--- config.mk ---
export PLATFORM = sky130hd
export DESIGN_NAME = obj_scan
export DESIGN_NICKNAME = d
export VERILOG_FILES = /design/src/verilog/obj_pkg.sv /design/src/verilog/obj_scan.sv /design/src/verilog/obj_tile_match.sv
export SDC_FILE = /design/constraint.sdc
export NUM_CORES = 1
export LEC_CHECK = 0
export BUFFER_PORTS_ARGS = -buffer_cell sky130_fd_sc_hd__buf_2
export CAP_MARGIN = 5
export CORE_ASPECT_RATIO = 1.25
export CORE_MARGIN = 2
export CORE_UTILIZATION = 56
export CTS_CLUSTER_SIZE = 40
export DETAILED_ROUTE_END_ITERATION = 8
export PLACE_DENSITY_LB_ADDON = 0.12
export SLEW_MARGIN = 25
export SYNTH_ARGS = -nofsm -noshare
export SYNTH_HDL_FRONTEND = slang
export SYNTH_SLANG_ARGS = --single-unit
--- constraint.sdc ---
create_clock -name clk -period 6.6 [get_ports clk]
set_input_delay 1.32 -clock clk [delete_from_list [all_inputs] [get_ports clk]]
set_output_delay 1.32 -clock clk [all_outputs]
set_load 0.05 [all_outputs]
--- src/verilog/obj_pkg.sv ---
// shared types and constants for the object line engine
// attribute word in table and draw views, pixel and buffer widths
`default_nettype none

package obj_pkg;

    localparam int PXL_W = 4;              // colour index width
    localparam int PAL_W = 5;
    localparam int BUF_W = PAL_W + PXL_W;  // palette and colour

    localparam logic [PXL_W-1:0] TRANSP = 4'd15;

    // attribute word as the CPU writes it in the frame table
    typedef struct packed {
        logic [3:0]       tile_m;   // vertical tiles minus one
        logic [3:0]       tile_n;   // horizontal tiles minus one
        logic             abs_pos;  // no scroll offset
        logic             vflip;
        logic             hflip;
        logic [PAL_W-1:0] pal;
    } obj_attr_tbl_s;

    // attribute word as the scanner hands it to the renderer
    typedef struct packed {
        logic [3:0]       zero;
        logic [3:0]       vsub;     // row inside the tile
        logic             abs_pos;
        logic             vflip;
        logic             hflip;
        logic [PAL_W-1:0] pal;
    } obj_attr_drw_s;

    typedef union packed {
        obj_attr_tbl_s tbl;
        obj_attr_drw_s drw;
    } obj_attr_u;

endpackage

`default_nettype wire

--- src/verilog/obj_scan.sv ---
// per-line frame table scanner
// four-stage walk through address, scroll offset and list end, tile match
// and horizontal expansion into one draw request per tile
// runs on a divide-by-two enable because of the table output latch
`timescale 1ns/1ps
`default_nettype none

module obj_scan import obj_pkg::*; #(
    parameter int         TABLE_AW = 10,
    parameter logic [8:0] START_H  = 9'h1d0
) (
    input  wire                  rst,
    input  wire                  clk,
    input  wire                  flip,
    input  wire  [8:0]           vrender1,   // two lines ahead of display
    input  wire  [8:0]           hdump,
    input  wire  [9:0]           off_x,
    input  wire  [9:0]           off_y,
    input  wire  [15:0]          table_x,
    input  wire  [15:0]          table_y,
    input  wire  [15:0]          table_code,
    input  wire  [15:0]          table_attr,
    input  wire                  dr_idle,
    output logic                 line,
    output logic [TABLE_AW-1:0]  table_addr,
    output logic                 dr_start,
    output logic [15:0]          dr_code,
    output obj_attr_u            dr_attr,
    output logic [8:0]           dr_hpos,
    output logic [1:0]           dr_bank
);
    logic        cen;
    logic        start, last_start, start_req;
    logic        done;
    logic [8:0]  vrenderf;

    obj_attr_u   tbl_attr;
    logic        end_obj;

    logic [15:0] st3_code;
    obj_attr_u   st3_attr;
    logic [9:0]  st3_x, st3_y;
    logic [1:0]  st3_bank;

    obj_attr_u   st4_attr;
    logic [9:0]  st4_x;
    logic [1:0]  st4_bank;
    logic [3:0]  st4_vsub;
    logic [15:0] code_mn;
    logic        inzone;

    logic [3:0]  n;          // horizontal tile being requested
    logic [3:0]  subn;
    logic [9:0]  st4_effx;
    logic        more;
    logic        stall;

    obj_tile_match u_tile_match (
        .rst      (rst),
        .clk      (clk),
        .cen      (cen & ~stall),
        .obj_code (st3_code),
        .attr     (st3_attr),
        .vrenderf (vrenderf),
        .obj_y    (st3_y),
        .vsub     (st4_vsub),
        .inzone   (inzone),
        .code_mn  (code_mn)
    );

    assign start    = hdump == START_H;
    assign tbl_attr = table_attr;
    assign end_obj  = table_y[15] || (table_attr[15:8] == 8'hff) || (&table_addr);

    // hflip places the first tile on the right
    assign subn     = st4_attr.tbl.hflip ? st4_attr.tbl.tile_n - n : n;
    assign st4_effx = st4_x + {2'b0, subn, 4'd0};
    assign more     = n != st4_attr.tbl.tile_n;
    assign stall    = inzone && (!dr_idle || more);

    always_ff @(posedge clk or posedge rst) begin
        if (rst) begin
            cen <= 1'b0;
        end else begin
            cen <= ~cen;
        end
    end

    always_ff @(posedge clk or posedge rst) begin
        if (rst) begin
            last_start <= 1'b0;
            start_req  <= 1'b0;
            line       <= 1'b0;
            done       <= 1'b1;
            vrenderf   <= '0;
            table_addr <= '0;
            n          <= '0;
            dr_start   <= 1'b0;
            dr_code    <= '0;
            dr_attr    <= '0;
            dr_hpos    <= '0;
            dr_bank    <= '0;
            st3_code   <= '0;
            st3_attr   <= '0;
            st3_x      <= '0;
            st3_y      <= '0;
            st3_bank   <= '0;
            st4_attr   <= '0;
            st4_x      <= '0;
            st4_bank   <= '0;
        end else begin
            last_start <= start;
            if (cen) begin
                start_req <= 1'b0;
                if (!stall) begin
                    table_addr <= done ? '0 : table_addr + 1'b1;
                    if (done || end_obj) begin
                        done     <= 1'b1;
                        st3_y    <= 10'h200;  // keeps the blank entry out of zone
                        st3_attr <= '0;
                    end else begin
                        st3_code <= table_code;
                        st3_x    <= table_x[9:0] - 10'h40 -
                                    (tbl_attr.tbl.abs_pos ? 10'd0 : off_x);
                        st3_y    <= table_y[9:0] - (tbl_attr.tbl.abs_pos ? 10'd0 : off_y);
                        st3_attr <= tbl_attr;
                        st3_bank <= table_y[14:13];
                    end
                    st4_attr <= st3_attr;
                    st4_x    <= st3_x;
                    st4_bank <= st3_bank;
                end
                // one draw request per enable while the renderer is free
                if (inzone && dr_idle) begin
                    dr_attr  <= {4'd0, st4_vsub, st4_attr[7:0]};
                    dr_code  <= {code_mn[15:4], code_mn[3:0] + n};
                    dr_hpos  <= st4_effx[8:0];
                    dr_bank  <= st4_bank;
                    dr_start <= !st4_effx[9];   // off the right edge
                    n        <= more ? n + 1'b1 : 4'd0;
                end else begin
                    dr_start <= 1'b0;
                end
                if (start_req) begin
                    line       <= ~line;
                    vrenderf   <= vrender1 ^ {1'b0, {8{flip}}};
                    n          <= '0;
                    done       <= 1'b0;
                    table_addr <= '0;
                end
            end
            if (start && !last_start) begin
                start_req <= 1'b1;  // held until the next enable
            end
        end
    end

endmodule

`default_nettype wire

--- src/verilog/obj_tile_match.sv ---
// vertical match for one object
// finds the tile row crossing the current line, its sub-row and base code
`timescale 1ns/1ps
`default_nettype none

module obj_tile_match import obj_pkg::*; (
    input  wire              rst,
    input  wire              clk,
    input  wire              cen,
    input  wire  [15:0]      obj_code,
    input  wire  obj_attr_u  attr,
    input  wire  [8:0]       vrenderf,
    input  wire  [9:0]       obj_y,
    output logic [3:0]       vsub,
    output logic             inzone,
    output logic [15:0]      code_mn
);
    logic [9:0] ycross;    // line distance from the object top
    logic [3:0] row;
    logic [3:0] m;         // tile row after flipping
    logic       hit;

    assign ycross = {1'b0, vrenderf} - obj_y;
    assign row    = ycross[7:4];

    // object height is (tile_m+1)*16 lines, never above 256
    assign hit = (ycross[9:8] == 2'd0) && (row <= attr.tbl.tile_m);
    assign m   = attr.tbl.vflip ? attr.tbl.tile_m - row : row;

    always_ff @(posedge clk or posedge rst) begin
        if (rst) begin
            inzone <= 1'b0;
        end else if (cen) begin
            inzone <= hit;
        end
    end

    always_ff @(posedge clk) begin
        if (cen) begin
            vsub    <= attr.tbl.vflip ? ~ycross[3:0] : ycross[3:0];
            code_mn <= obj_code + {8'd0, m, 4'd0};  // 16 codes per tile row
        end
    end

endmodule

`default_nettype wire
# ---- After elaboration in Yosys (flattened, before gate mapping)
# Index checks and enable logic that the tools add are counted.
dict set report totals {
  reg_bits 167
  latchBits 0
  ramBits 0
  mem_bits_ro 0
  in_bits 106
  out_inout_bits 55
  memories 0
}
dict set report classes {
  add_sub_neg 11
  n_mul 0
  n_div 0
  n_lt_le_gt_ge 1
  n_eq_ne 4
  shift 0
  mux 19
  bitwise 7
  n_reduce_logical 23
}
# operator count
set ops {}
lappend ops {{two-way mux 10 bit} 6}
lappend ops {{two-way mux 4 bit} 6}
lappend ops {{subtractor 10 bit} 2}
lappend ops {{adder 16 x 8 -> 16 bit} 1}
lappend ops {{two-way mux 16 bit} 1}
lappend ops {{adder 10 x 1 -> 10 bit (second input constant)} 1}
lappend ops {{adder 10 x 8 -> 10 bit} 1}
lappend ops {{AND reduction 10 bit} 1}
lappend ops {{AND reduction 2 bit} 5}
lappend ops {{subtractor 10 x 7 -> 10 bit (second input constant)} 1}
lappend ops {{subtractor 9 x 10 -> 10 bit} 1}
lappend ops {{== test 9 bit (second input constant)} 1}
lappend ops {{XOR 9 x 8 -> 9 bit} 1}
lappend ops {{== test 8 bit (second input constant)} 1}
lappend ops {{subtractor 4 bit} 2}
lappend ops {{two-way mux 1 bit} 6}
lappend ops {{AND reduction 3 bit} 2}
lappend ops {{nonzero test 2 bit} 3}
lappend ops {{adder 4 x 1 -> 4 bit (second input constant)} 1}
lappend ops {{adder 4 bit} 1}
lappend ops {{<= comparator 4 bit} 1}
lappend ops {{logical AND 1 bit} 4}
lappend ops {{logical OR 1 bit} 4}
lappend ops {{inequality test 4 bit} 1}
lappend ops {{other kinds (6)} 11}

# ---- Logic depth before layout (Yosys ltp)
dict set report logic_depth {
  ltp_word 7
  ltp_mapped 19
  mapped_depth_nobuf 19
}

# ---- By module
# Synthesis repeated with hierarchy kept, for this count alone.
dict set report hier_totals {
  cells_unflattened 868
  hier_area_um2 8719.6
}
# mod n_inst cells_each area_each_um2 seq_area_each_um2
set modules_own_cells {}
lappend modules_own_cells {obj_scan 1 726 7195.7 3654.8}
lappend modules_own_cells {obj_tile_match 1 142 1524.0 625.6}

# ---- Worst setup path after synthesis
# OpenSTA, ideal clock, no wires.
dict set report synth_path {
  kind {flip-flop to flip-flop}
  startpoint {register vrenderf[0]}
  endpoint {register u_tile_match.code_mn[12] (data pin)}
  setup_time_ps 258
  arrival_ps 3400
  t_required_ps 6342
  setup_slack_ps 2943
  path_stages_with_launch 15
  period_less_slack_ps 3657
  cell_sequence {dfrtp_1 > inv_1 > ha_1 > inv_1 > fa_1 > a21o_1 > a21oi_1 > xnor2_1 > ha_1 > fa_1 > mux2_2 > fa_1 > o21ai_0 > nand3_1 > xnor2_1}
}
dict set report synth_via {
  elab_chain_cells 4
}
# element line_no
set synth_rtl {}
lappend synth_rtl {{start, declared} obj_scan.sv:35} ;# logic [8:0] vrenderf;
lappend synth_rtl {{start signal, assigned} obj_scan.sv:146} ;# vrenderf <= vrender1 ^ {1'b0, {8{flip}}};
lappend synth_rtl {{subtractor 9 x 10 -> 10 bit (*)} obj_tile_match.sv:23} ;# assign ycross = {1'b0, vrenderf} - obj_y;
lappend synth_rtl {{subtractor 4 bit} obj_tile_match.sv:28} ;# assign m = attr.tbl.vflip ? attr.tbl.tile_m - row : row;
lappend synth_rtl {{two-way mux 4 bit (*)} obj_tile_match.sv:28}
lappend synth_rtl {{adder 16 x 8 -> 16 bit (*)} obj_tile_match.sv:41} ;# code_mn <= obj_code + {8'd0, m, 4'd0};
lappend synth_rtl {{end signal, assigned} obj_tile_match.sv:41}
lappend synth_rtl {{end, declared} obj_tile_match.sv:16} ;# output logic [15:0] code_mn
# Mark *: on every way between the ends. The rest lies on a longest branch, timed or not.
# A chain may end at the register's enable or synchronous reset.

# ---- Worst setup path in the final report
dict set report layout_path {
  startpoint {register vrenderf[0]}
  endpoint {register u_tile_match.code_mn[10] (data pin)}
}
# Same word-level chain as after synthesis.

==> impl_metrics.tcl <==
set metrics [dict create \
    cp_data_arrival_time_ns 4.26 \
    worst_slew_pin_slew_ns 0.988 \
    cp_cell_sequence "inv_1 > ha_1 > inv_1 > fa_1 > a21o_1 > a21oi_1 > xnor2_1 > ha_1 > fa_1 > mux2_2 > fa_1 > o21ai_0 > nand3_1 > xnor2_1" \
    cts_root_buf "clkbuf_16" \
    final_nets 1213 \
    synthTopCellsByArea "dfrtp_1 43%, nand2_1 12%, ha_1 8.2%" \
    cts_buffers 17 \
    rsz0062_at_grt "no" \
    dp_hpwl_um 12800 \
    setup_viol 0 \
    worstSetupPathType "reg -> reg" \
    numPortBuffers 147 \
    finalClockSkew_ns 0.00841 \
    yosys_most_used_dff "dfrtp_1" \
    hold_buffers 0 \
    drc 0 \
    grt_pass1_wl_um 30100 \
    synth_top_area_share_pct 42.5 \
    ys_top_cells_by_count "273 x nand2_1, 146 x dfrtp_1, 70 x o21ai_0" \
    startpoint "vrenderf[0]" \
    timing.final.ws_setup_ns 2.51 \
    dieArea_mm2 0.0164 \
    slowest_stage "o21ai_0" \
    yosys.cell_types.count 50 \
    seq_area_frac_synth_pct 49.8 \
    htreeDepth 4 \
    gp_congestion 0.832 \
    powerDensity_mw_per_mm2 425 \
    p_seq_share_pct 36.5 \
    area_growth_pct 17.0 \
    drt_iter0_markers 392 \
    p_int_uw 2500 \
    hold_violations 0 \
    yosys_warnings 0 \
    ys_ff_latch 167 \
    worst_setup_path_end_kind "register" \
    p_leak_uw 0.00510 \
    synth_area_per_cell_um2 9.49 \
    pwr-share-comb_pct 40.2 \
    routed_via_density 5.23 \
    worstPathMaxFanout 4 \
    timing.fmax_mhz 245 \
    routed_wl_um 18000 \
    tns_ns 0 \
    pre_cts_ws_ns 2.54 \
    gr-total-overflow 0 \
    grt_max_degree 65 \
    p_switching_uw 1770 \
    antenna_found_initial 0 \
    post_cts_buffers 0 \
    relSlewSlack_pct 34.2 \
    cp-start-kind "register" \
    max_stage_delay_ns 0.51 \
    drive_gt1_share_pct 18.8 \
    yosys.area.top_type "dfrtp_1" \
    timing.rr.start "vrenderf[0]" \
    start_util_pct 57.3 \
    ff2ff_setup_slack_ns 2.51 \
    clockBufferDepth 2 \
    core_area_mm2 0.0150 \
    worstSkewPairLatency_ns 0.43 \
    synth_edf_count 20 \
    antenna_cells 0 \
    hold_class "reg -> reg" \
    postSynthCellCount 906 \
    fillerInstances 1247 \
    outcome "finished, final reports clean" \
    wl_per_cell_um 14.5 \
    firstDrtPassIters 7 \
    vias 6479 \
    clk_pin_slew_ns 0.06 \
    cts_tree "yes" \
    grt_util_all_layers_pct 23.6 \
    path_delay_family "adder cells" \
    drv_cap 0 \
    swShare_pct 41.4 \
    ios 161 \
    die_h_um 143 \
    fin_crit_sh_pct 62.0 \
    final_max_slew_viol_count 0 \
    cts_repair_resize_count 0 \
    dieWidth_um 115 \
    clkPwrFrac_pct 23.2 \
    critPathMostFrequentCell "fa_1" \
    min_period_ns 4.09 \
    crit_required_ns 6.77 \
    critPathBufInv 2 \
    peakVddDrop_mv 0.175 \
    rows 50 \
    numClockSinks 167 \
    syn_area_mm2 0.00860 \
    hp-start "u_tile_match.code_mn[6]" \
    synth_most_common_cell "nand2_1" \
    detail-route-antenna-nets 0 \
    grt_pass1_vias 6248 \
    synthArstFlopShare_pct 88.0 \
]
==> metal layers <==
metal  global-route usage, %  share of wire, %  vias to the layer above
met4                    7.23               1.4                        0
met5                       0                 0                        -
met3                    4.86               4.3                       17
li1                        -                 -                     3265
met2                    38.9                50                      155
met1                    31.4                45                     3042
==> cell type report <==
type	instances	area [um2]	share of cell area, %
sequential	167	4280	42.6
multi-input combinational	658	3970	39.5
timing repair buffer	154	808	8.04
tap	182	228	2.26
inverter	45	174	1.73
clock inverter	12	139	1.38
clock buffer	20	457	4.54
==> path summary, 6_finish.rpt <==
path	end	depth (start not counted)
worst min register to register	dr_code[6]	2
worst min-delay path	dr_code[6]	2
max in group asynchronous	st3_code[5]	4
min in group asynchronous	dr_code[2]	2
worst max-delay path	u_tile_match.code_mn[10]	14
worst max register to register	u_tile_match.code_mn[10]	14
==> worst register-to-register path, delay by kind of cell, from the launching register on <==
kind | cells | cell delay [ns]
adder cells (fa/ha/maj) | 5 | 1.66
AO/OA/AOI/OAI | 3 | 0.87
flip-flops | 1 | 0.36
XOR/XNOR | 2 | 0.33
multiplexers | 1 | 0.30
AND/OR/NAND/NOR | 1 | 0.18
buffers and inverters | 2 | 0.13
==> registers in the layout (all words and copies together) (netlist names), 4 cells and up <==
name / cells
table_addr: 10
n: 4
st3_code: 16
vrenderf: 9
st3_y: 10
st4_x: 10
dr_hpos: 9
dr_attr: 12
dr_code: 16
st3_attr: 16
u_tile_match.code_mn: 16
st4_attr: 12
u_tile_match.vsub: 4
st3_x: 10
==> power groups by stage <==
stage	Sequential [uW]	Clock, uW	Combinational, uW
after floorplan	1930	0	939
after global placement	1570	0	1680
after detailed placement	1580	0	1720
after CTS	1560	1010	1740
after global routing	1600	1060	1910
final	1560	994	1720
==> cells in the final DEF, fill, tap and decap left out, drive strengths merged, types with 3 or more instances in the layout <==
master / count
a21o: 11
a21oi: 26
a22o: 16
and3: 3
buf: 154
clkbuf: 20
clkinv: 3
conb: 4
dfrtp: 146
edfxtp: 20
fa: 8
ha: 56
inv: 50
mux2: 4
nand2: 274
nand2b: 23
nand3: 14
nand4: 9
nor2: 24
nor2b: 12
nor3: 5
o21a: 6
o21ai: 73
o22ai: 4
o31ai: 6
or3: 3
xnor2: 43
xor2: 18
==> cell families after synthesis <==
family | synth area share [%]
AOI/OAI and AO/OA | 10.6
xor gates and xnor gates | 6.22
adders and majority gates | 10.0
buffers and inverters | 4.21
DFF | 49.8
muxes | 0.640
other | 0.0436
and+or+nand+nor | 18.5
==> stage by stage <==
stage	hold WS [ns]	instance area (um2)	total power, uW	std cells	util (%)
2_1_floorplan	0.415	8610	2860	909	-
3_3_place_gp	0.423	9430	3250	1205	62.8
3_5_place_dp	0.425	9460	3290	1206	63.0
4_1_cts	0.439	10100	4310	1238	67.0
5_1_grt	0.454	10100	4570	1238	67.0
6_report	0.438	10100	4270	1238	67.0
Note: power is estimated with default switching activity, not from simulation.
