`src/verilog/obj_pkg.sv`:
```
// shared types and constants for the object line engine
// attribute word in table and draw views, pixel and buffer widths
`default_nettype none

package obj_pkg;

    localparam int PXL_W = 4;              // colour index width
    localparam int PAL_W = 5;
    localparam int BUF_W = PAL_W + PXL_W;  // palette and colour

    localparam logic [PXL_W-1:0] TRANSP = 4'd15;

    // attribute word as the CPU writes it in the frame table
    typedef struct packed {
        logic [3:0]       tile_m;   // vertical tiles minus one
        logic [3:0]       tile_n;   // horizontal tiles minus one
        logic             abs_pos;  // no scroll offset
        logic             vflip;
        logic             hflip;
        logic [PAL_W-1:0] pal;
    } obj_attr_tbl_s;

    // attribute word as the scanner hands it to the renderer
    typedef struct packed {
        logic [3:0]       zero;
        logic [3:0]       vsub;     // row inside the tile
        logic             abs_pos;
        logic             vflip;
        logic             hflip;
        logic [PAL_W-1:0] pal;
    } obj_attr_drw_s;

    typedef union packed {
        obj_attr_tbl_s tbl;
        obj_attr_drw_s drw;
    } obj_attr_u;

endpackage

`default_nettype wire

```
`src/verilog/obj_draw.sv`:
```
// tile row renderer
// fetches two 32-bit halves of a row from ROM and writes 16 pixels
// to the line buffer, transparent ones skipped
`timescale 1ns/1ps
`default_nettype none

module obj_draw import obj_pkg::*; (
    input  wire              rst,
    input  wire              clk,
    input  wire              dr_start,
    input  wire  [15:0]      dr_code,
    input  wire  obj_attr_u  dr_attr,
    input  wire  [8:0]       dr_hpos,
    input  wire  [1:0]       dr_bank,
    input  wire  [31:0]      rom_data,
    input  wire              rom_ok,
    output logic             dr_idle,
    output logic [22:0]      rom_addr,   // bank, code, vsub, half
    output logic             rom_cs,
    output logic             buf_we,
    output logic [8:0]       buf_addr,
    output logic [BUF_W-1:0] buf_data
);
    localparam logic [1:0] ST_IDLE  = 2'd0;
    localparam logic [1:0] ST_FETCH = 2'd1;
    localparam logic [1:0] ST_DRAW  = 2'd2;

    logic [1:0]       st;
    logic             half;
    logic [2:0]       cnt;        // pixel inside the half
    logic [31:0]      pxls;
    obj_attr_u        cur_attr;
    logic [8:0]       cur_hpos;
    logic [3:0]       pos;
    logic [PXL_W-1:0] col;

    assign pos = cur_attr.drw.hflip ? ~{half, cnt} : {half, cnt};
    assign col = pxls[PXL_W-1:0];

    always_ff @(posedge clk or posedge rst) begin
        if (rst) begin
            st      <= ST_IDLE;
            half    <= 1'b0;
            cnt     <= '0;
            dr_idle <= 1'b1;
            rom_cs  <= 1'b0;
            buf_we  <= 1'b0;
        end else begin
            buf_we <= 1'b0;
            case (st)
                ST_IDLE: if (dr_start) begin
                    dr_idle <= 1'b0;
                    rom_cs  <= 1'b1;
                    half    <= 1'b0;
                    st      <= ST_FETCH;
                end
                ST_FETCH: if (rom_ok) begin   // address held until here
                    rom_cs <= 1'b0;
                    cnt    <= '0;
                    st     <= ST_DRAW;
                end
                ST_DRAW: begin
                    buf_we <= col != TRANSP;
                    cnt    <= cnt + 1'b1;
                    if (&cnt) begin
                        if (!half) begin
                            half   <= 1'b1;
                            rom_cs <= 1'b1;
                            st     <= ST_FETCH;
                        end else begin
                            dr_idle <= 1'b1;
                            st      <= ST_IDLE;
                        end
                    end
                end
                default: st <= ST_IDLE;
            endcase
        end
    end

    always_ff @(posedge clk) begin
        if (st == ST_IDLE && dr_start) begin
            cur_attr <= dr_attr;
            cur_hpos <= dr_hpos;
            rom_addr <= {dr_bank, dr_code, dr_attr.drw.vsub, 1'b0};
        end
        if (st == ST_FETCH && rom_ok) begin
            pxls <= rom_data;
        end
        if (st == ST_DRAW) begin
            pxls     <= pxls >> PXL_W;       // pixel 0 in the low nibble
            buf_addr <= cur_hpos + {5'd0, pos};
            buf_data <= {cur_attr.drw.pal, col};
            if (&cnt && !half) begin
                rom_addr[0] <= 1'b1;         // second half of the row
            end
        end
    end

endmodule

`default_nettype wire

```
`config.mk`:
```
export PLATFORM = sky130hd
export DESIGN_NAME = obj_draw
export DESIGN_NICKNAME = d
export VERILOG_FILES = /design/src/verilog/obj_pkg.sv /design/src/verilog/obj_draw.sv
export SDC_FILE = /design/constraint.sdc
export NUM_CORES = 1
export LEC_CHECK = 0
export BUFFER_PORTS_ARGS = -buffer_cell sky130_fd_sc_hd__buf_2
export CAP_MARGIN = 10
export CORE_MARGIN = 5
export CORE_UTILIZATION = 54
export DETAILED_ROUTE_END_ITERATION = 7
export PLACE_DENSITY = 0.95
export SYNTH_ARGS = -nofsm -noshare
export SYNTH_HDL_FRONTEND = slang
export SYNTH_SLANG_ARGS = --single-unit
```
`constraint.sdc`:
```
create_clock -name clk -period 5.8 [get_ports clk]
set_input_delay 0.29 -clock clk [delete_from_list [all_inputs] [get_ports clk]]
set_output_delay 0.29 -clock clk [all_outputs]
set_load 0.02 [all_outputs]
```
Yosys cells after proc, flatten, opt, wreduce, memory -nomap -nowiden
Index checks and enable logic that the tools add are counted.
{"block": "totals", "elab_cells": 65, "romBits": 0, "output_inout_bits": 44, "register_bits": 97, "latchBits": 0, "mem_count": 0, "ram_bits": 0, "inputBits": 79}
{"block": "op_classes", "addsub": 2, "n_bitwise": 1, "n_shift": 0, "order_cmp": 0, "n_mul": 0, "reduce_logical": 15, "n_eq_ne": 8, "div_mod_pow": 0, "mux": 25}
{"op": "$mux W28", "count": 2}
{"op": "$mux W1", "count": 13}
{"op": "$ne A2 B2 Y1 const B", "count": 5}
{"op": "$add A9 B4 Y9", "count": 1}
{"op": "$reduce_and A3 Y1", "count": 3}
{"op": "$mux W2", "count": 3}
{"op": "$pmux W2 S3", "count": 1}
{"op": "$pmux W3 S2", "count": 1}
{"op": "$reduce_bool A2 Y1", "count": 3}
{"op": "$reduce_and A5 Y1", "count": 1}
{"op": "$mux W4", "count": 1}
{"op": "$ne A4 B4 Y1 const B", "count": 1}
{"op": "$not A4 Y4", "count": 1}
{"op": "$pmux W1 S2", "count": 2}
{"op": "$reduce_and A4 Y1", "count": 1}
{"op": "$add A3 B1 Y3 const B", "count": 1}
{"op": "$logic_and A1 B1 Y1", "count": 3}
{"op": "$mux W3", "count": 1}
{"op": "$pmux W1 S3", "count": 1}
{"op": "$reduce_bool A3 Y1", "count": 1}
{"op": "$eq A2 B1 Y1 const B", "count": 1}
{"op": "$eq A2 B2 Y1 const B", "count": 1}
{"op": "$logic_not A2 Y1", "count": 1}
{"op": "$reduce_and A2 Y1", "count": 1}
{"op": "$logic_not A1 Y1", "count": 1}

Longest topological paths before layout
Gate-level depths: netlist of the first run.
{"block": "depth", "depth_word": 5, "depth_mapped": 6, "depth_no_buf": 6}

Worst setup path after synthesis of the first run
OpenSTA, ideal clock, no wires.
{"block": "synth_timing", "path_type": "reg-to-reg", "from": "register st[1]", "to": "register cur_attr[0] (netlist bit) (enable)", "slack_ns": 3.758, "setup_ns": 0.392, "path_buffers": 1, "period_less_slack_ns": 2.042, "required_ns": 5.408, "stages_incl_launch_ff": 4, "arrival_time_ns": 1.650, "path_cell_list": "dfrtp_1 -> buf_2 -> or3b_1 -> inv_1"}
{"block": "synth_via", "elab_chain_cells": 2}
{"element": "from (decl)", "line_no": "obj_draw.sv:28", "source": "logic [1:0] st;"}
{"element": "from (signal assigned)", "line_no": "obj_draw.sv:42", "source": "st <= ST_IDLE;"}
{"element": "from (signal assigned)", "line_no": "obj_draw.sv:55", "source": "st <= ST_FETCH;"}
{"element": "from (signal assigned)", "line_no": "obj_draw.sv:60", "source": "st <= ST_DRAW;"}
{"element": "$logic_not A2 Y1", "line_no": "obj_draw.sv:82", "source": "if (st == ST_IDLE && dr_start) begin"}
{"element": "$logic_and A1 B1 Y1", "line_no": "obj_draw.sv:82"}
{"element": "to (signal assigned)", "line_no": "obj_draw.sv:83", "source": "cur_attr <= dr_attr;"}
{"element": "to (decl)", "line_no": "obj_draw.sv:32", "source": "obj_attr_u cur_attr;"}
No other way between the ends.
A chain may end at the register's enable or synchronous reset.

Worst setup path after layout of the first run
{"block": "layout_timing", "from": "register st[0]", "to": "register pxls[18] (enable)"}
{"block": "layout_via", "elab_chain_cells": 3, "word_cells_on_any_way": 4, "cone_classes": "eq/ne (2); reduce/logical (2)"}
{"element": "$eq A2 B1 Y1", "line_no": "obj_draw.sv:87", "source": "if (st == ST_FETCH && rom_ok) begin"}
{"element": "$logic_and A1 B1 Y1", "line_no": "obj_draw.sv:87"}
{"element": "$reduce_bool A2 Y1 (no source line) (*)"}
{"element": "to (signal assigned)", "line_no": "obj_draw.sv:88", "source": "pxls <= rom_data;"}
{"element": "to (signal assigned)", "line_no": "obj_draw.sv:91", "source": "pxls <= pxls >> PXL_W;"}
{"element": "to (decl)", "line_no": "obj_draw.sv:31", "source": "logic [31:0] pxls;"}
Mark *: on every way between the ends. The rest lies on a longest branch, timed or not.

==> results.json, run 1 <==
{
  "antenna_cells": 0,
  "cts-root-buf": "clkbuf_8",
  "setup_ws_ps": 3540,
  "powerDensity_nw_per_um2": 467,
  "p_leak_nw": 1.99,
  "fill_cells": 525,
  "async_flop_share_pct": 9.28,
  "peakVddDrop_uv": 198,
  "viasPerCell": 5.08,
  "final_area_sq_um": 4550,
  "clock_sink_count": 97,
  "hold_depth": 1,
  "vias": 2410,
  "dp_slack_ps": 3550,
  "crit_start": "st[0]$_DFFE_PP0P_",
  "layout_min_cycle_time_ps": 2260,
  "grt_pass1_vias": 2428,
  "synth_area_leaders": "edfxtp_1 (67%), nand2_1 (9.6%), dfrtp_1 (5.4%)",
  "required_ps": 5770,
  "crit_path_start_kind": "register",
  "syn_nets": 356,
  "drc_errors": 0,
  "drt_iter0_drc": 109,
  "synthCells": 270,
  "maxCapViolCount": 0,
  "die_area_sq_um": 8670,
  "ys_seq_elements": 97,
  "grtUsageTotal_pct": 17.3,
  "fp.dieW_um": 93.1,
  "grt_pass1_wl_um": 11400,
  "postPlaceCellArea_sq_um": 4370,
  "avgSynthCellArea_sq_um": 13.8,
  "path_max_fanout": 28,
  "die_h_um": 93.1,
  "rrSetupSlack_ps": 3540,
  "cts_tree": "built",
  "hold_slack_ps": 111,
  "final.setup.tns_ps": 0,
  "num_io_pins": 123,
  "cts_hold_buf": 1,
  "holdCritPathClass": "input pin to register",
  "path_depth": 3,
  "postCtsSetupRepairBufs": 0,
  "syn_to_final_growth_pct": 22.1,
  "max_freq_ghz": 0.443,
  "syn-cell-area_sq_um": 3730,
  "antenna_found_initial": 0,
  "ys_types": 31,
  "finalMaxSlewViolations": 0,
  "gp_congestion": 0.809,
  "initial_utilization_pct": 55.2,
  "core_sq_um": 6760,
  "yosysTopAreaCell": "edfxtp_1",
  "layout.nets": 477,
  "drtPass1Iterations": 4,
  "fin_crit_sh_pct": 38.9,
  "synth_edf_count": 83,
  "ant_nets": 0,
  "end_kind": "register",
  "port_buffers": 116,
  "finalClockSkew_ps": 7.57,
  "max_stage_delay_ps": 770,
  "relSlewSlack_pct": 29.5,
  "htree_levels": 3,
  "cts_buffer_depth": 2,
  "hold_violations": 0,
  "routedWlPerCell_um": 15.3,
  "clk_pin_slew_ps": 90,
  "crit_chain": "nand2b_1 > and2_1 > inv_1",
  "crit_slowest_cell": "inv_1",
  "grt_remaining_overflow": 0,
  "worst-path-buf-inv": 1,
  "rr_endpoint": "pxls[18]$_DFFE_PP_",
  "rsz0062_at_grt": "no",
  "worstSetupPathType": "register to register",
  "synth_flop_cell": "edfxtp_1",
  "synth_most_common_cell": "nand2_1",
  "hpwl_um": 5160,
  "ys_warn_count": 0,
  "multi_input_area_sq_um": 837,
  "seqCellArea_sq_um": 2820,
  "crit_end": "pxls[18]$_DFFE_PP_",
  "synth_top_cell_area_share_pct": 66.8,
  "rows": 30,
  "drive_gt1_share_pct": 33.8,
  "setup_viol": 0,
  "ctsResizeCount": 0,
  "drt_wl_total_um": 7230,
  "status": "finished clean",
  "grt_max_degree": 51,
  "synthTopCellsByCount": "nand2_1 (95), edfxtp_1 (83), xor2_1 (9), dfrtp_1 (8), buf_2 (7)",
  "clock_latency_ps": 350,
  "cp_top_family": "buffers and inverters",
  "cts-buffers-inserted": 9,
  "cp.arrival_ps": 2230,
  "worstReg2RegStart": "st[0]$_DFFE_PP0P_",
  "tightestPinTransition_ps": 1060,
  "reg2regPathDepth": 3,
  "ys_seq_area_share_pct": 75.6
}
## cell usage in the layout (no fill, tap or decap)
master / netlist / final
fa_1: 1 / 1
a21oi_1: 6 / 6
dlygate4sd3_1: 0 / 1
clkinv_1: 0 / 1
nand3_1: 4 / 4
xnor2_1: 1 / 1
ha_1: 6 / 6
bufinv_16: 0 / 1
o21ai_0: 5 / 5
a41oi_1: 1 / 1
o22ai_1: 1 / 1
nor2b_1: 4 / 4
inv_1: 4 / 4
buf_2: 7 / 116
clkbuf_8: 0 / 9
nand4_1: 3 / 3
a22o_1: 2 / 2
dfstp_2: 1 / 1
clkinv_2: 0 / 3
o2bb2ai_1: 5 / 5
nor2_1: 2 / 2
dfrtp_1: 8 / 8
a31oi_1: 5 / 5
nand2b_1: 3 / 3
or3b_1: 1 / 1
o21a_1: 1 / 1
inv_2: 1 / 1
a2bb2oi_1: 1 / 1
xor2_1: 9 / 9
edfxtp_1: 83 / 83
buf_4: 1 / 2
nand2_1: 95 / 95
nand3b_1: 1 / 1
dfxtp_1: 5 / 5
and2_1: 2 / 2
## where the power goes
part	total, mW	switching [mW]	internal (mW)	leakage [nW]
Combinational	0.583	0.392	0.191	0.967
Clock	0.402	0.210	0.191	0.0921
Sequential	1.14	0.0902	1.05	0.932
Total	2.12	0.693	1.43	1.99
## through the flow
stage | power (mW) | util (%) | cells
floorplan | 1.56 | - | 270
global placement | 1.70 | 64.7 | 459
detailed placement | 1.74 | 64.7 | 459
CTS | 2.14 | 67.4 | 474
global route | 2.25 | 67.4 | 474
finish | 2.12 | 67.4 | 474
## per-layer routing
layer	vias up	wire (um)	global-route usage, %
met5	-	0	0
met4	0	138	8.06
met3	14	251	2.65
met2	58	3920	30.0
met1	1145	2920	21.3
li1	1193	-	-
## final cells by class
| cell class | instances | share of cell area [%] |
|---|---|---|
| Sequential cell | 97 | 61.9 |
| Multi-Input combinational cell | 159 | 18.4 |
| Clock inverter | 5 | 1.07 |
| Inverter | 5 | 0.412 |
| Clock buffer | 9 | 2.72 |
| Tap cell | 80 | 2.20 |
| Timing Repair Buffer | 119 | 13.3 |
## state kept, by name, summed over array words and instances, names as in the netlist
name and flops:
pxls 32, rom_addr 23, buf_addr 9, buf_data 9, cur_hpos 9, cur_attr 6, cnt 3, st 2
buf_we 1, dr_idle 1, half 1, rom_cs 1
## worst min path at each step
stage | slack [ps] | end | startpoint
2_1_floorplan | 120 | buf_we$_DFF_PP0_ | rst
3_3_place_gp | 270 | buf_we$_DFF_PP0_ | rst
3_5_place_dp | 270 | buf_we$_DFF_PP0_ | rst
4_1_cts | 100 | rom_addr[5]$_DFFE_PP_ | dr_code[0]
5_1_grt | 90 | rom_addr[22]$_DFFE_PP_ | dr_bank[1]
6_report | 110 | rom_addr[20]$_DFFE_PP_ | dr_code[15]
## worst reg2reg max path, cell delays in order (launching register included)
cell and delay (ps):
dfrtp_1 530, nand2b_1 340, and2_1 240, inv_1 770
## logic make-up after synthesis
family,synth area share [%]
XOR/XNOR,2.35
flip-flops,75.6
adder cells (fa/ha/maj),2.55
AO/OA/AOI/OAI,4.80
AND/OR/NAND/NOR,12.8
buffers and inverters,1.95
Power figures use the tool's default switching activity.
==> inputs of run 2 (changes only) <==
--- a/config.mk
+++ b/config.mk
@@ -5,12 +5,13 @@
 export SDC_FILE = /design/constraint.sdc
 export NUM_CORES = 1
 export LEC_CHECK = 0
+export ABC_AREA = 1
 export BUFFER_PORTS_ARGS = -buffer_cell sky130_fd_sc_hd__buf_2
 export CAP_MARGIN = 10
 export CORE_MARGIN = 5
-export CORE_UTILIZATION = 54
+export CORE_UTILIZATION = 50
 export DETAILED_ROUTE_END_ITERATION = 7
-export PLACE_DENSITY = 0.95
+export PLACE_DENSITY = 0.9
 export SYNTH_ARGS = -nofsm -noshare
 export SYNTH_HDL_FRONTEND = slang
 export SYNTH_SLANG_ARGS = --single-unit
==> constraint.sdc (replaced) <==
create_clock -name clk -period 2.2 [get_ports clk]
set_input_delay 0.11 -clock clk [delete_from_list [all_inputs] [get_ports clk]]
set_output_delay 0.11 -clock clk [all_outputs]
set_load 0.02 [all_outputs]
==> results.json, run 2 <==
{
  "status": "finished clean",
  "max_stage_delay_ps": 480,
  "instances_no_fill": 556,
  "port_buffers": 116,
  "ys_types": 26,
  "drt_wl_total_um": 7620,
  "largest_register_ffs": 32,
  "end_kind": "register",
  "synthCells": 289,
  "synth-simple-area-share_pct": 14.6,
  "vias": 2606,
  "grt_pass1_vias": 2687,
  "hold_depth": 3,
  "ctsResizeCount": 0,
  "dp_slack_ps": 273,
  "syn_to_final_growth_pct": 34.9,
  "gp_congestion": 0.839,
  "clock_sink_count": 97,
  "p_switching_mw": 1.94,
  "rrSetupSlack_ps": 270,
  "synth_xor_area_share_pct": 1.64,
  "pwr-share-comb_pct": 29.2,
  "fill_cells": 527,
  "crit_path_start_kind": "register",
  "holdCritPathClass": "input pin to register",
  "synth_top_family_by_area": "simple AND/OR/NAND/NOR gates",
  "synth_most_common_cell": "nand2_1",
  "seqPwrFrac_pct": 49.8,
  "ys_seq_elements": 97,
  "worst-path-buf-inv": 0,
  "internal_power_mw": 4.04,
  "num_io_pins": 123,
  "relSlewSlack_pct": 73.7,
  "clk_pin_slew_ps": 90,
  "maxCapViolCount": 0,
  "peakVddDrop_uv": 706,
  "seqCellArea_sq_um": 2820,
  "crit_slowest_cell": "edfxtp_1",
  "drive_gt1_share_pct": 30.9,
  "layout_commonest_cell": "buf_2",
  "core_sq_um": 7250,
  "p_leak_nw": 2.25,
  "postCtsSetupRepairBufs": 0,
  "die_area_sq_um": 9300,
  "rows": 31,
  "avgSynthCellArea_sq_um": 12.9,
  "synth_compound_area_share_pct": 2.64,
  "synth_mux_area_share_pct": 0,
  "die_h_um": 96.5,
  "cp.arrival_ps": 2020,
  "grt_max_degree": 38,
  "ys_warn_count": 0,
  "hold_start": "rom_data[1]",
  "synth_area_leaders": "edfxtp_1 (67%), nand2_1 (11%), dfrtp_1 (5.4%)",
  "hold_violations": 0,
  "finalClockSkew_ps": 13.2,
  "grt_remaining_overflow": 0,
  "grt_pass1_wl_um": 12100,
  "syn-cell-area_sq_um": 3740,
  "cts_hold_buf": 38,
  "rsz0062_at_grt": "no",
  "ant_nets": 0,
  "antenna_found_initial": 0,
  "fp.dieW_um": 96.5,
  "synth_edf_count": 83,
  "max_freq_ghz": 0.519,
  "antenna_cells": 0,
  "fin_crit_sh_pct": 87.7,
  "synthTopCellsByCount": "nand2_1 (113), edfxtp_1 (83), inv_1 (16), o21ai_0 (9)",
  "syn_nets": 375,
  "setup_viol": 0,
  "cts-root-buf": "clkbuf_8",
  "top_regs": "pxls (32), rom_addr (23)",
  "final_area_sq_um": 5040,
  "worstSetupPathType": "register to register",
  "swShare_pct": 32.4,
  "powerDensity_nw_per_um2": 1190,
  "drc_errors": 0,
  "drtPass1Iterations": 4,
  "cts_buffer_depth": 2,
  "yosysTopAreaCell": "edfxtp_1",
  "cts-buffers-inserted": 9,
  "worstReg2RegStart": "cur_attr[5]$_DFFE_PP_",
  "hpwl_um": 5100,
  "setup_ws_ps": 272,
  "final.setup.tns_ps": 0,
  "htree_levels": 3,
  "initial_utilization_pct": 51.5,
  "min_to": "pxls[1]$_DFFE_PP_",
  "layout_common_cells": "buf_2 (116), nand2_1 (113), edfxtp_1 (83)",
  "synth_top_cell_area_share_pct": 66.7,
  "synth_flop_cell": "edfxtp_1",
  "dp_cells": 502,
  "async_flop_share_pct": 9.28,
  "rr_endpoint": "buf_addr[4]$_DFFE_PP_",
  "required_ps": 2290,
  "clock_latency_ps": 350,
  "power_mw": 5.97,
  "regMostFlops": "pxls",
  "crit_chain": "xor2_1 > ha_1 > fa_1 > nand3_1 > nand2_1 > xor2_1",
  "cp_top_family": "adder cells",
  "ys_seq_area_share_pct": 75.4,
  "multi_input_area_sq_um": 802,
  "layout_min_cycle_time_ps": 1930,
  "drt_iter0_drc": 110,
  "synthAdderAreaFrac_pct": 2.54,
  "cts_tree": "built",
  "viasPerCell": 4.69,
  "grtUsageTotal_pct": 17.5,
  "postPlaceCellArea_sq_um": 4440,
  "layout.nets": 538,
  "routedWlPerCell_um": 13.7,
  "clockPowerShare_pct": 21.0,
  "finalMaxSlewViolations": 0,
  "tightestPinTransition_ps": 394,
  "reg2regPathDepth": 6,
  "crit_top_cell": "xor2_1",
  "path_max_fanout": 5
}
## run 2: cell count changes after synthesis, moves of 3 or more
| cell | delta |
|---|---|
| nor2_1 | +3 |
| xor2_1 | -3 |
| nand2_1 | +18 |
| o21ai_0 | +4 |
| buf_2 | -4 |
| o2bb2ai_1 | -5 |
| nand3_1 | +3 |
| a31oi_1 | -5 |
| inv_1 | +12 |
| nor2b_1 | -4 |
| nand2b_1 | -3 |
## run 2: cell type report
type	count	share of cell area [%]
flip-flops and latches	97	55.9
repair buffers	159	20.1
multi-input cells	168	15.9
clock buffers	11	2.81
well taps	99	2.46
clock inverters	5	1.56
inverters	17	1.27
## run 2: worst max path at each step
stage	from	endpoint	cells past startpoint
final	cur_attr[5]$_DFFE_PP_	buf_addr[4]$_DFFE_PP_	6
after global routing	cur_attr[5]$_DFFE_PP_	buf_addr[8]$_DFFE_PP_	7
after CTS	cur_attr[5]$_DFFE_PP_	buf_addr[4]$_DFFE_PP_	6
after detailed placement	cur_attr[5]$_DFFE_PP_	buf_addr[4]$_DFFE_PP_	6
after global placement	cur_attr[5]$_DFFE_PP_	buf_addr[4]$_DFFE_PP_	6
after floorplan	cur_attr[5]$_DFFE_PP_	buf_addr[4]$_DFFE_PP_	6
## run 2: metrics by stage
| stage | util, % | hold slack [ps] |
|---|---|---|
| 4_1_cts | 69.5 | 7.83 |
| 3_5_place_dp | 61.2 | 119 |
| 6_report | 69.5 | 31.0 |
| 5_1_grt | 69.5 | 13.9 |
| 2_1_floorplan | - | -62.8 |
| 3_3_place_gp | 61.2 | 111 |
## run 2: cell families (layout without fill, tap and decap cells)
family / count (synthesis) / count (layout)
AO/OA/AOI/OAI: 19 / 19
XOR/XNOR: 7 / 7
adder cells (fa/ha/maj): 7 / 7
buffers and inverters: 24 / 192
flip-flops: 97 / 97
AND/OR/NAND/NOR: 135 / 135
## run 2: layer usage
| layer | GRT usage, % | vias to the layer above | wire length (um) |
|---|---|---|---|
| met5 | 0 | - | 0 |
| met4 | 5.26 | 0 | 89 |
| met3 | 5.89 | 9 | 497 |
| met2 | 32.0 | 74 | 4170 |
| met1 | 19.1 | 1218 | 2860 |
| li1 | - | 1305 | - |
## run 2: power by group through the flow
stage / registers, mW / clock network [mW] / logic [mW]
2_1_floorplan: 3.24 / 0 / 0.956
3_5_place_dp: 3.02 / 0 / 1.71
5_1_grt: 3.03 / 1.36 / 1.97
4_1_cts: 2.98 / 1.28 / 1.76
6_report: 2.98 / 1.25 / 1.75
3_3_place_gp: 2.99 / 0 / 1.62
## run 2: worst reg2reg max path: stages (launching register included)
cell and delay [ps]:
edfxtp_1 480, xor2_1 180, ha_1 220, fa_1 410, nand3_1 100, nand2_1 140, xor2_1 170
